--- config.mk ---
export PLATFORM = sky130hd
export DESIGN_NAME = mul_unit_top
export DESIGN_NICKNAME = d
export VERILOG_FILES = /design/src/common/mul_pkg.sv /design/src/mul_req_queue.sv /design/src/booth_mul/booth_mul_core.sv /design/src/mul_result_fmt.sv /design/src/mul_unit_top.sv
export SDC_FILE = /design/constraint.sdc
export NUM_CORES = 2
export LEC_CHECK = 0
export BUFFER_PORTS_ARGS = -buffer_cell sky130_fd_sc_hd__buf_2
export CORE_ASPECT_RATIO = 0.6
export CORE_UTILIZATION = 25
export DETAILED_ROUTE_END_ITERATION = 7
export PLACE_DENSITY = 0.36
export SLEW_MARGIN = 25
export SYNTH_ARGS = -nofsm -noshare
export SYNTH_HDL_FRONTEND = slang
export SYNTH_HIERARCHICAL = 1
export SYNTH_SLANG_ARGS = --single-unit
--- constraint.sdc ---
create_clock -name clk -period 22 [get_ports clk]
set_input_delay 1.1 -clock clk [delete_from_list [all_inputs] [get_ports clk]]
set_output_delay 1.1 -clock clk [all_outputs]
set_load 0.005 [all_outputs]
--- src/common/mul_pkg.sv ---
package mul_pkg;

	// operand width
	localparam int XLEN = 64;

	// two guard bits on each 66-bit extended operand
	localparam int PROD_W = 2 * XLEN + 2;

	// 66 extended multiplier bits, two per step
	localparam int BOOTH_STEPS = (XLEN + 2) / 2;

	typedef logic [XLEN-1:0] dword_t;

	typedef logic [PROD_W-1:0] prod_t;

	typedef enum logic [2:0] {
		MUL    = 3'd0,
		MULH   = 3'd1,
		MULHSU = 3'd2,
		MULHU  = 3'd3,
		MULW   = 3'd4
	} mul_op_t;

	typedef enum logic [1:0] {
		IDLE = 2'd0,
		LOAD = 2'd1,
		STEP = 2'd2,
		DONE = 2'd3
	} booth_state_t;

endpackage

--- src/mul_req_queue.sv ---
`timescale 1ns/1ns

module mul_req_queue import mul_pkg::*; #(
	parameter int REQ_DEPTH = 2
) (
	input  logic    clk,
	input  logic    rst_n,
	input  logic    req_valid,
	input  mul_op_t req_op,
	input  dword_t  req_src1,
	input  dword_t  req_src2,
	output logic    req_credit,
	output logic    q_valid,
	output mul_op_t q_op,
	output dword_t  q_src1,
	output dword_t  q_src2,
	output logic    q_signed1,
	output logic    q_signed2,
	input  logic    q_take
);

	localparam int PTR_W = (REQ_DEPTH > 1) ? $clog2(REQ_DEPTH) : 1;
	localparam int CNT_W = $clog2(REQ_DEPTH + 1);

	mul_op_t op_mem [REQ_DEPTH];
	dword_t src1_mem [REQ_DEPTH];
	dword_t src2_mem [REQ_DEPTH];

	logic [PTR_W-1:0] wr_ptr;
	logic [PTR_W-1:0] rd_ptr;
	logic [CNT_W-1:0] count;
	logic full;
	logic pop;

	function automatic logic [PTR_W-1:0] ptr_inc(input logic [PTR_W-1:0] p);
		return (p == PTR_W'(REQ_DEPTH - 1)) ? '0 : p + 1'b1;
	endfunction

	assign full = (count == CNT_W'(REQ_DEPTH));
	assign q_valid = (count != '0);
	assign pop = q_take & q_valid;
	assign req_credit = pop; // credit leaves with the entry

	always_ff @(posedge clk) begin
		if (req_valid) begin
			op_mem[wr_ptr] <= req_op;
			src1_mem[wr_ptr] <= req_src1;
			src2_mem[wr_ptr] <= req_src2;
		end
	end

	always_ff @(posedge clk or negedge rst_n) begin
		if (!rst_n) begin
			wr_ptr <= '0;
			rd_ptr <= '0;
			count <= '0;
		end else begin
			if (req_valid)
				wr_ptr <= ptr_inc(wr_ptr);
			if (pop)
				rd_ptr <= ptr_inc(rd_ptr);
			case ({req_valid, pop})
				2'b10: count <= count + 1'b1;
				2'b01: count <= count - 1'b1;
				default: count <= count;
			endcase
		end
	end

	assign q_op = op_mem[rd_ptr];
	assign q_src1 = src1_mem[rd_ptr];
	assign q_src2 = src2_mem[rd_ptr];

	// operand signedness from the op at the head
	always_comb begin
		case (q_op)
			MULHSU: {q_signed1, q_signed2} = 2'b10;
			MULHU: {q_signed1, q_signed2} = 2'b00;
			default: {q_signed1, q_signed2} = 2'b11; // MUL, MULH, MULW
		endcase
	end

	// sender must hold a credit for every request
	a_no_overflow: assert property (@(posedge clk) disable iff (!rst_n)
		req_valid |-> !full);

endmodule

--- src/booth_mul/booth_mul_core.sv ---
`timescale 1ns/1ns

module booth_mul_core import mul_pkg::*; (
	input  logic    clk,
	input  logic    rst_n,
	input  logic    q_valid,
	input  mul_op_t q_op,
	input  dword_t  q_src1,
	input  dword_t  q_src2,
	input  logic    q_signed1,
	input  logic    q_signed2,
	output logic    q_take,
	output logic    prod_valid,
	output prod_t   prod,
	output mul_op_t prod_op,
	input  logic    prod_take
);

	localparam int CNT_W = $clog2(BOOTH_STEPS + 1);
	localparam int Y_W = XLEN + 3; // 66 multiplier bits and the zero below

	booth_state_t state;
	booth_state_t state_nxt;
	logic [CNT_W-1:0] step_cnt;
	logic last_step;

	dword_t src1_r;
	dword_t src2_r;
	logic sgn1_r;
	logic sgn2_r;
	mul_op_t op_r;

	prod_t x_r;
	prod_t acc_r;
	prod_t pp;
	logic [Y_W-1:0] y_r;

	assign q_take = (state == IDLE) & q_valid;
	assign last_step = (step_cnt == CNT_W'(BOOTH_STEPS - 1));

	always_comb begin
		state_nxt = state;
		case (state)
			IDLE: if (q_valid) state_nxt = LOAD;
			LOAD: state_nxt = STEP;
			STEP: if (last_step) state_nxt = DONE;
			DONE: if (prod_take) state_nxt = IDLE;
			default: state_nxt = IDLE;
		endcase
	end

	always_ff @(posedge clk or negedge rst_n) begin
		if (!rst_n) begin
			state <= IDLE;
			step_cnt <= '0;
		end else begin
			state <= state_nxt;
			if (state == LOAD)
				step_cnt <= '0;
			else if (state == STEP)
				step_cnt <= step_cnt + 1'b1;
		end
	end

	// radix-4 recoding of the current window
	always_comb begin
		case (y_r[2:0])
			3'b001, 3'b010: pp = x_r;
			3'b011: pp = x_r << 1;
			3'b100: pp = -(x_r << 1);
			3'b101, 3'b110: pp = -x_r;
			default: pp = '0; // 000, 111
		endcase
	end

	always_ff @(posedge clk) begin
		case (state)
			IDLE: begin
				if (q_take) begin
					src1_r <= q_src1;
					src2_r <= q_src2;
					sgn1_r <= q_signed1;
					sgn2_r <= q_signed2;
					op_r <= q_op;
				end
			end
			LOAD: begin
				x_r <= {{(PROD_W - XLEN){sgn1_r & src1_r[XLEN-1]}}, src1_r};
				y_r <= {{2{sgn2_r & src2_r[XLEN-1]}}, src2_r, 1'b0};
				acc_r <= '0;
			end
			STEP: begin
				acc_r <= acc_r + pp;
				x_r <= x_r << 2;
				y_r <= {{2{y_r[Y_W-1]}}, y_r[Y_W-1:2]};
			end
			default: begin
				acc_r <= acc_r; // hold product in DONE
			end
		endcase
	end

	assign prod_valid = (state == DONE);
	assign prod = acc_r;
	assign prod_op = op_r;

	// fixed latency from take to product
	a_take_latency: assert property (@(posedge clk) disable iff (!rst_n)
		q_take |-> ##(BOOTH_STEPS + 2) prod_valid);

	a_step_bound: assert property (@(posedge clk) disable iff (!rst_n)
		step_cnt <= CNT_W'(BOOTH_STEPS));

endmodule

--- src/mul_result_fmt.sv ---
`timescale 1ns/1ns

module mul_result_fmt import mul_pkg::*; #(
	parameter int RES_CREDITS = 2
) (
	input  logic    clk,
	input  logic    rst_n,
	input  logic    prod_valid,
	input  prod_t   prod,
	input  mul_op_t prod_op,
	output logic    prod_take,
	output logic    res_valid,
	output dword_t  res_data,
	input  logic    res_credit
);

	localparam int CR_W = $clog2(RES_CREDITS + 1);

	logic [CR_W-1:0] credits;
	dword_t res_sel;

	// a result in the output register still holds its credit
	assign prod_take = prod_valid & (credits > CR_W'(res_valid));

	always_comb begin
		case (prod_op)
			MUL: res_sel = prod[XLEN-1:0];
			MULW: res_sel = {{(XLEN - 32){prod[31]}}, prod[31:0]};
			default: res_sel = prod[2*XLEN-1:XLEN]; // high half
		endcase
	end

	always_ff @(posedge clk or negedge rst_n) begin
		if (!rst_n) begin
			res_valid <= 1'b0;
			credits <= CR_W'(RES_CREDITS);
		end else begin
			res_valid <= prod_take;
			credits <= credits - CR_W'(res_valid) + CR_W'(res_credit);
		end
	end

	always_ff @(posedge clk) begin
		if (prod_take)
			res_data <= res_sel;
	end

	a_res_has_credit: assert property (@(posedge clk) disable iff (!rst_n)
		res_valid |-> credits != '0);

	// consumer returns no more than it was given
	a_credit_bound: assert property (@(posedge clk) disable iff (!rst_n)
		credits <= CR_W'(RES_CREDITS));

endmodule

--- src/mul_unit_top.sv ---
`timescale 1ns/1ns

module mul_unit_top import mul_pkg::*; #(
	parameter int REQ_DEPTH   = 2,
	parameter int RES_CREDITS = 2
) (
	input  logic    clk,
	input  logic    rst_n,
	input  logic    req_valid,
	input  mul_op_t req_op,
	input  dword_t  req_src1,
	input  dword_t  req_src2,
	output logic    req_credit,
	output logic    res_valid,
	output dword_t  res_data,
	input  logic    res_credit
);

	logic q_valid;
	mul_op_t q_op;
	dword_t q_src1;
	dword_t q_src2;
	logic q_signed1;
	logic q_signed2;
	logic q_take;

	logic prod_valid;
	prod_t prod;
	mul_op_t prod_op;
	logic prod_take;

	mul_req_queue #(
		.REQ_DEPTH (REQ_DEPTH)
	) i_queue (
		.clk        (clk),
		.rst_n      (rst_n),
		.req_valid  (req_valid),
		.req_op     (req_op),
		.req_src1   (req_src1),
		.req_src2   (req_src2),
		.req_credit (req_credit),
		.q_valid    (q_valid),
		.q_op       (q_op),
		.q_src1     (q_src1),
		.q_src2     (q_src2),
		.q_signed1  (q_signed1),
		.q_signed2  (q_signed2),
		.q_take     (q_take)
	);

	booth_mul_core i_core (
		.clk        (clk),
		.rst_n      (rst_n),
		.q_valid    (q_valid),
		.q_op       (q_op),
		.q_src1     (q_src1),
		.q_src2     (q_src2),
		.q_signed1  (q_signed1),
		.q_signed2  (q_signed2),
		.q_take     (q_take),
		.prod_valid (prod_valid),
		.prod       (prod),
		.prod_op    (prod_op),
		.prod_take  (prod_take)
	);

	mul_result_fmt #(
		.RES_CREDITS (RES_CREDITS)
	) i_fmt (
		.clk        (clk),
		.rst_n      (rst_n),
		.prod_valid (prod_valid),
		.prod       (prod),
		.prod_op    (prod_op),
		.prod_take  (prod_take),
		.res_valid  (res_valid),
		.res_data   (res_data),
		.res_credit (res_credit)
	);

endmodule

==> summary.md <==
| Metric | Value |
|---|---|
| Synthesized area per cell | `11.0 sq um` |
| Die H | `333 um` |
| Worst Skew | `between 0.04 and 0.05 ns` |
| Worst-path maximum fanout | `47` |
| Hold-fix buffers at CTS | `0` |
| Fin crit share | `0.389` |
| Setup Fix Bufs, Post-CTS | `0` |
| Worst-path clk slew | `0.07 ns` |
| WL/cell | `26.6 um` |
| FMAX | `117 MHz` |
| Crit Path Class | `register to register` |
| Largest net degree at the start of global routing | `136` |
| CTS sink count | `797` |
| Status | `finished clean` |
| Worst min path class | `primary input to asynchronous set/reset pin` |
| Mapped cell area | `45500 sq um` |
| Critical Path Source Type | `register` |
| Most common cell after layout, fill and taps aside | `edfxtp_1` |
| Post_cts resized | `0` |
| Final std cell area, no fill | `51900 sq um` |
| Routed Antenna Nets | `0` |
| Post-detail-place hpwl | `131000 um` |
| RSZ-0062 raised after global routing | `false` |
| Fraction of layout instances using a drive strength above 1 | `0.174` |
| Placed cell count | `about 6500` |
| Drt drc | `0` |
| Die Area | `184000 sq um` |
| Arr. time, crit path | `between 9 and 10 ns` |
| NumNets Final | `4530` |
| Fin. max-slew vios | `0` |
| First-pass GRT wire length | `252000 um` |
| Via count | `34713` |
| MaxCap Viol Count | `0` |
| Hold WS | `approximately 0.34 ns` |
| Routability Congestion | `0.925` |
| Slew HR | `0.239` |
| Final Hold Fails | `0` |
| Placeable Area | `between 150000 and 200000 sq um` |
| Initial Util | `0.254` |
| Ys Warns | `6` |
| Post-Syn Nets | `~4400` |
| DP Area | `roughly 50000 sq um` |
| Clk buf depth | `3` |
| Tmin final | `between 8 and 9 ns` |
| Mean number of vias per cell | `roughly 5.2` |
| FF-to-FF setup slack | `13.43 ns` |
| Post-Layout Cell Count | `6707` |
| CP Cell Sequence | `buf_4 > nor2_1 > buf_4 > nand2_2 > buf_4 > o21ai_0 > a22oi_1 > o21ai_0 > ha_1 > a21oi_1 > o21ai_0 > a21oi_1 > a2111oi_2 > buf_2 > o211ai_1 > a31oi_1 > a21oi_1 > o31a_1 > o21ai_0 > a21oi_1 > mux2i_1` |
| Worst-Skew Late Latency | `roughly 0.72 ns` |
| H-tree depth | `3` |
| Setup_tns | `0 ns` |
| CTS tree | `built` |
| I/O Pins | `about 200` |
| Iteration-0 DRC Markers | `4023` |
| Crit end category | `register` |
| CP max stage delay | `~0.85 ns` |
| Worst path slowest cell | `a31oi_1` |
| Commonest cells after routing, fill and taps aside | `782 x edfxtp_1, 458 x nand2_1, 349 x nor2_1` |
| Clk root buf | `clkbuf_16` |
| CTS buffer count | `89` |
| Port bufs | `200` |
| Area grow syn2layout | `14.0%` |
| Grt total ovfl | `0` |
| Final setup violation count | `0` |
| TritonRoute pass-1 iters | `5` |
| All-Layer GR Usage | `0.189` |
| CP Data Required Time | `22.46 ns` |
| Routed wire length | `~180000 um` |
| Vias in the first global route | `32217` |
| # rows | `120` |
| Syn Inst Count | `about 4200` |
| Slew @ Worst Pin | `1.14 ns` |
| Die W | `approximately 550 um` |
| Initial antenna violation count | `16` |
## routing by layer
layer  share of wire  GRT usage  vias to the layer above
met5         0.00016          0                        -
li1                -          -                    15730
met1            0.55      0.322                    17385
met3           0.086     0.0454                      150
met4           0.013     0.0308                        6
met2            0.35      0.229                     1442
## worst max-delay path, delay by kind of cell, from the launching register on
| family | cells | cell delay [ns] |
|---|---|---|
| mux | 1 | 0.15 |
| buf+inv | 4 | 1.89 |
| simple gates | 2 | 0.95 |
| compound gates | 13 | 3.88 |
| flops | 1 | 0.78 |
| fa+ha+maj | 1 | 0.50 |
## state kept, by name (all words and copies together), names as in the netlist
name / count
i_core/step_cnt: 6
i_fmt/res_valid: 1
i_core/sgn1_r: 1
i_core/x_r: 128
i_queue/wr_ptr: 1
i_core/src1_r: 64
i_core/sgn2_r: 1
i_fmt/res_data: 64
i_core/src2_r: 64
i_core/prod: 128
i_queue/src2_mem: 128
i_queue/rd_ptr: 1
i_queue/op_mem: 6
i_queue/src1_mem: 128
i_core/prod_op: 3
i_core/state: 2
i_core/y_r: 67
i_fmt/credits: 2
i_queue/count: 2
## through the flow
stage | setup WS [ns] | util
floorplan | 13.44 | -
global placement | 12.10 | 0.273
detailed placement | 13.56 | 0.273
CTS | 13.55 | 0.289
global route | 12.92 | 0.289
finish | 13.43 | 0.289
## path summary, 6_finish.rpt
check	cells after the start	startpoint	end
max in group asynchronous	1	rst_n	i_queue/rd_ptr
min reg2reg	1	i_queue/count[1]	i_queue/count[1]
max reg2reg	21	i_core/y_r[0]	i_core/prod[114]
min in group clk	1	i_queue/count[1]	i_queue/count[1]
min	1	rst_n	i_fmt/credits[0]
max	21	i_core/y_r[0]	i_core/prod[114]
## layout make-up
cell class,count,area (sq um)
well taps,2379,2980
multi-input cells,3029,20400
repair buffers,260,1470
fillers,18682,128000
diodes,1,2.50
flip-flops and latches,797,23900
clock buffers,110,2360
clock inverters,54,489
inverters,77,292
Power is left out: the tool's default activity adds up to more than one toggle a clock period on the data nets, which glitch-free logic cannot reach.
